==> src/hw/fetch_pkg.sv <==
`default_nettype none

package fetch_pkg;

	// Data path width
	localparam int word_w = 32;
	// Word address width, 2048 words
	localparam int pc_w = 11;

	// Next PC source
	// Bit 0 set on every redirect, doubles as flush flag
	typedef enum logic [2:0] {
		PC_SEQ    = 3'b000,
		PC_BRANCH = 3'b001,
		PC_JUMP   = 3'b011,
		PC_REG    = 3'b101
	} pc_src_t;

	// Stops fetch once it reaches the output register
	localparam logic [word_w-1:0] halt_word = 32'hffff_ffff;

	// From the pipeline, source code plus all three targets
	typedef struct packed {
		pc_src_t         src;
		logic [pc_w-1:0] branch_target;
		logic [pc_w-1:0] jump_target;
		logic [pc_w-1:0] reg_target;
	} redirect_t;

	// Toward decode
	typedef struct packed {
		logic [word_w-1:0] instr;
		logic [pc_w-1:0]   pc;
		// Branch base, zero on a flushed slot
		logic [pc_w-1:0]   pc_plus1;
	} fetch_out_t;

	// Host strobes and levels
	typedef struct packed {
		logic              load_start;
		logic              load_write;
		logic [word_w-1:0] load_data;
		logic [pc_w-1:0]   debug_addr;
		logic              debug_mode;
		logic              run;
		logic              step;
	} host_t;

endpackage

`default_nettype wire

==> src/hw/fetch_ctrl_regs.sv <==
`timescale 1ns/100ps
`default_nettype none

module fetch_ctrl_regs import fetch_pkg::*; (
	input wire clk,
	input wire reset,
	input wire host_t host,
	input wire stall,
	input wire halt_seen,
	output logic fetch_enable,
	output logic debug_mode,
	output logic [pc_w-1:0] debug_addr,
	output logic mem_write,
	output logic [pc_w-1:0] write_addr,
	output logic [word_w-1:0] write_data,
	output logic halted,
	output logic busy
);

	logic [pc_w-1:0] load_addr;
	logic step_pending;

	//////////////////////////////////////////////////////////////////////
	// Program load
	//////////////////////////////////////////////////////////////////////

	// Writes only accepted in debug mode
	assign mem_write = host.load_write & host.debug_mode;
	assign write_addr = load_addr;
	assign write_data = host.load_data;

	// Start rewinds, each write advances
	always_ff @(posedge clk) begin
		if (reset) begin
			load_addr <= '0;
		end else if (host.load_start) begin
			load_addr <= '0;
		end else if (mem_write) begin
			load_addr <= load_addr + 1'b1;
		end
	end

	// Readback straight from the host
	assign debug_mode = host.debug_mode;
	assign debug_addr = host.debug_addr;

	//////////////////////////////////////////////////////////////////////
	// Run, step and halt
	//////////////////////////////////////////////////////////////////////

	assign fetch_enable = (host.run | step_pending) & ~stall & ~host.debug_mode & ~halted;

	// Pending step is used up by one fetch
	always_ff @(posedge clk) begin
		if (reset) begin
			step_pending <= 1'b0;
		end else if (host.step && !host.run) begin
			step_pending <= 1'b1;
		end else if (fetch_enable) begin
			step_pending <= 1'b0;
		end
	end

	// Sticky until the next load
	always_ff @(posedge clk) begin
		if (reset) begin
			halted <= 1'b0;
			busy <= 1'b0;
		end else begin
			busy <= fetch_enable;
			if (host.load_start) begin
				halted <= 1'b0;
			end else if (halt_seen) begin
				halted <= 1'b1;
			end
		end
	end

endmodule

`default_nettype wire

==> config.mk <==
export PLATFORM = sky130hd
export DESIGN_NAME = fetch_ctrl_regs
export DESIGN_NICKNAME = d
export VERILOG_FILES = /design/src/hw/fetch_pkg.sv /design/src/hw/fetch_ctrl_regs.sv
export SDC_FILE = /design/constraint.sdc
export NUM_CORES = 1
export LEC_CHECK = 0
export BUFFER_PORTS_ARGS = -buffer_cell sky130_fd_sc_hd__buf_2
export CAP_MARGIN = 10
export CORE_MARGIN = 4
export CORE_UTILIZATION = 36
export CTS_CLUSTER_DIAMETER = 200
export DETAILED_ROUTE_END_ITERATION = 16
export PLACE_DENSITY = 0.85
export SLEW_MARGIN = 25
export SYNTH_ARGS = -nofsm -noshare
export SYNTH_HDL_FRONTEND = slang
export SYNTH_SLANG_ARGS = --single-unit
==> constraint.sdc <==
create_clock -name clk -period 1.9 [get_ports clk]
set_input_delay 0.095 -clock clk [delete_from_list [all_inputs] [get_ports clk]]
set_output_delay 0.095 -clock clk [all_outputs]
set_load 0.01 [all_outputs]
==> results.txt <==
Measured on the finished design, the core utilization comes to 0.327. The half-perimeter wire length after detailed placement came out at 1.62 mm. The flow ran to the end, and the final reports show no timing, DRC or antenna violations. The first detailed-routing pass took 4 iterations. The final period demand of the worst path came out at 1.43 ns. The critical path in this run is classified as flip-flop to flip-flop.

Across every metal layer, demand over resource in global routing totals 0.119. The DRC violation count after routing is 0. The synthesized netlist net count is 170.

The data arrival time of the critical path came out at 1.64 ns. The post-cts hold buffer count is 0. The final setup violation count came out at 0. Dividing the final minimum period by the clock period gives 0.751. The routed wire length is 1.99 mm.

The biggest area contributor in the post-synthesis netlist is sky130_fd_sc_hd__buf_4. The tree is rooted in a sky130_fd_sc_hd__clkbuf_4. The total CTS buffers came out at 3. Using the TritonRoute via totals, the vias-per-cell ratio works out to 5.22. The buffer levels on the longest clock path came out at 2. The initial core utilization is 0.383.

Once the clock tree was built, the setup fixing pass inserted 0 buffers. The maximum clock skew at final layout came out at 0.000331 ns. Synthesis produced 117 cells.

The number of inserted diodes is 0. The warning count from the yosys run is 0. The number of antenna violations at the first check in global routing is 0.

The count of nets left with antenna violations once routing finished came out at 0. The pin slew with the least headroom to its limit came out at 0.363 ns. The post-synthesis register bit count is 14.

The adder and majority gate portion of the synthesized area is 0.0130. The floorplan has 18 rows. After clock tree synthesis, the clock-pin slew on the worst setup and hold paths is 0.08 ns.

The normalized max-slew margin is 0.756. Summed over all layers, the global routing overflow is 0. The number of levels in the clock H-tree came out at 1. The static leakage is 0.000359 uW.

The maximum number of pins on one net before global-route repair is 11. The area share of the largest cell type after synthesis came out at 0.342. TritonCTS built the clock tree. The placer's final routability congestion estimate is 0.760. The portion of netlist area occupied by mux cells came out at 0.0207. Across the run, the number of max-cap violations was 0.

The setup TNS is 0 ns. Setup repair after global routing left no endpoint under its margin. The core area came out at 2520 sq um.

In the final design database the tool counted 154 nets. The insertion delay to the later sink of the worst-skew pair came out at 0.27 ns. The largest family of logic cells by synthesized area is buffers and inverters. STA classifies the critical path startpoint as a flip-flop.

The share of synthesized cell area in and, or, nand and nor gates came out at 0.212. The total of buffers placed on input and output ports came out at 24. The area fraction in compound gates after synthesis is 0.0881. The I/O pin count is 111. The floorplan step defined a die boundary enclosing 3580 sq um.

The post-synthesis xor/xnor area fraction came out at 0.0181. The quantity of gates resized following cts is 0. The wire length of the first global-routing pass is 3.22 mm. Averaged over all synthesized cells, the footprint is 8.26 sq um.

The sink count of the clock tree is 14. The number of hold violations in the final report was 0. The total power draw came out at 549 uW. The class of the most critical hold timing path is primary input to flip-flop. The layout overhead on the synthesized area is -14.5%. The worst setup path is captured at a flip-flop. The number of global-route vias before repair is 675. The post-synthesis instance area is 966 sq um. Along the worst path, the maximum fanout reaches 6. Sorting the synthesized cells by area gives the leading types as sky130_fd_sc_hd__buf_4, sky130_fd_sc_hd__dfxtp_1, sky130_fd_sc_hd__a21oi_1. In this run the horizontal extent of the chip is 59.8 microns. The via count of the routed design is 678.

Dividing total power by cell area gives a power density of 665 nW/um^2. The portion of the post-synthesis area used by sequential elements came out at 0.290. The post-synthesis cell type count came out at 28. The violation count after the first detailed-route iteration is 23. The layout cell share with drive strength beyond 1 came out at 0.340. The routed wirelength normalized by instance count is 15.3 microns.

VDD sags by at most 0.249 mV. In this run the vertical extent of the chip is 59.8 microns. The highest attainable clock frequency is 701 MHz. For the worst setup path, the data required time is 2.11 ns.

The number of max-slew violations in the final report is 0.
[per-stage QoR]
stage	area (sq um)	setup slack [ns]	std cells	hold WS, ns
floorplan	966	0.568	117	0.164
global placement	790	0.589	126	0.190
detailed placement	790	0.507	126	0.190
CTS	826	0.482	130	0.0228
global route	826	0.349	130	0.0422
finish	826	0.473	130	0.0254
[worst max-delay path, stage by stage, from the launching register on]
cell and delay [ns]:
sky130_fd_sc_hd__dfxtp_1 0.42, sky130_fd_sc_hd__ha_1 0.20, sky130_fd_sc_hd__nand3_1 0.15, sky130_fd_sc_hd__or4_1 0.45
sky130_fd_sc_hd__a21oi_1 0.15
[cells in the mapped netlist]
cell and n:
sky130_fd_sc_hd__a21oi_1 8, sky130_fd_sc_hd__and3_1 1, sky130_fd_sc_hd__and3_2 1, sky130_fd_sc_hd__and4_1 1, sky130_fd_sc_hd__and4_2 1, sky130_fd_sc_hd__buf_4 44, sky130_fd_sc_hd__clkbuf_1 1, sky130_fd_sc_hd__dfxtp_1 14
sky130_fd_sc_hd__ha_1 1, sky130_fd_sc_hd__inv_1 3, sky130_fd_sc_hd__mux2i_1 2, sky130_fd_sc_hd__nand2_1 6, sky130_fd_sc_hd__nand2b_1 1, sky130_fd_sc_hd__nand3_1 5, sky130_fd_sc_hd__nand3_2 1, sky130_fd_sc_hd__nand4_1 1
sky130_fd_sc_hd__nand4_2 1, sky130_fd_sc_hd__nor2_1 6, sky130_fd_sc_hd__nor2b_1 1, sky130_fd_sc_hd__nor4_1 1, sky130_fd_sc_hd__o21ai_0 3, sky130_fd_sc_hd__o31ai_1 4, sky130_fd_sc_hd__or2_2 1, sky130_fd_sc_hd__or3_1 3
sky130_fd_sc_hd__or3_2 1, sky130_fd_sc_hd__or4_1 3, sky130_fd_sc_hd__xnor2_1 1, sky130_fd_sc_hd__xor2_1 1
[registers in the layout, indices dropped and copies added, names as in the netlist]
name          count
busy              1
halted            1
write_addr       11
step_pending      1
[report_power, final]
group | switching (uW) | internal [uW]
registers | 3.09 | 297
logic | 22.6 | 16.4
clock network | 93.2 | 116
total | 119 | 430
[kinds of logic after synthesis]
group | Yosys count
adder cells (fa/ha/maj) | 1
AND/OR/NAND/NOR | 35
flip-flops | 14
AO/OA/AOI/OAI | 15
buffers and inverters | 48
XOR/XNOR | 2
multiplexers | 2
[layout make-up]
| type | count | area, sq um |
|---|---|---|
| well taps | 30 | 37.5 |
| clock buffers | 4 | 36.3 |
| multi-input cells | 55 | 340 |
| flip-flops and latches | 14 | 280 |
| fillers | 280 | 1700 |
| inverters | 3 | 11.3 |
| repair buffers | 24 | 120 |
[cells in the final DEF (no fill, tap or decap), types with 2 or more instances in the layout]
cell	Yosys	final
sky130_fd_sc_hd__or3_1	3	3
sky130_fd_sc_hd__nor2_1	6	6
sky130_fd_sc_hd__nand3_1	5	5
sky130_fd_sc_hd__o31ai_1	4	4
sky130_fd_sc_hd__dfxtp_1	14	14
sky130_fd_sc_hd__or4_1	3	3
sky130_fd_sc_hd__buf_2	0	24
sky130_fd_sc_hd__nand2_1	6	6
sky130_fd_sc_hd__clkbuf_4	0	3
sky130_fd_sc_hd__a21oi_1	8	8
sky130_fd_sc_hd__o21ai_0	3	3
sky130_fd_sc_hd__inv_1	3	3
sky130_fd_sc_hd__mux2i_1	2	2
[layer usage]
layer	vias to the layer above	global-route usage	share of wire
li1	318	-	-
met1	315	0.117	0.34
met2	39	0.194	0.50
met3	6	0.0626	0.14
met4	0	0.0791	0.011
met5	-	0	0
[path summary, 6_finish.rpt]
| check | from | to | slack, ns | depth (start not counted) |
|---|---|---|---|---|
| setup reg to reg | write_addr[1] | write_addr[6] | 0.47 | 4 |
| setup / recovery | write_addr[1] | write_addr[6] | 0.47 | 4 |
| hold / removal | halt_seen | halted | 0.03 | 3 |
| hold reg to reg | write_addr[10] | write_addr[10] | 0.48 | 2 |
Note: power is estimated with default switching activity, not from simulation.
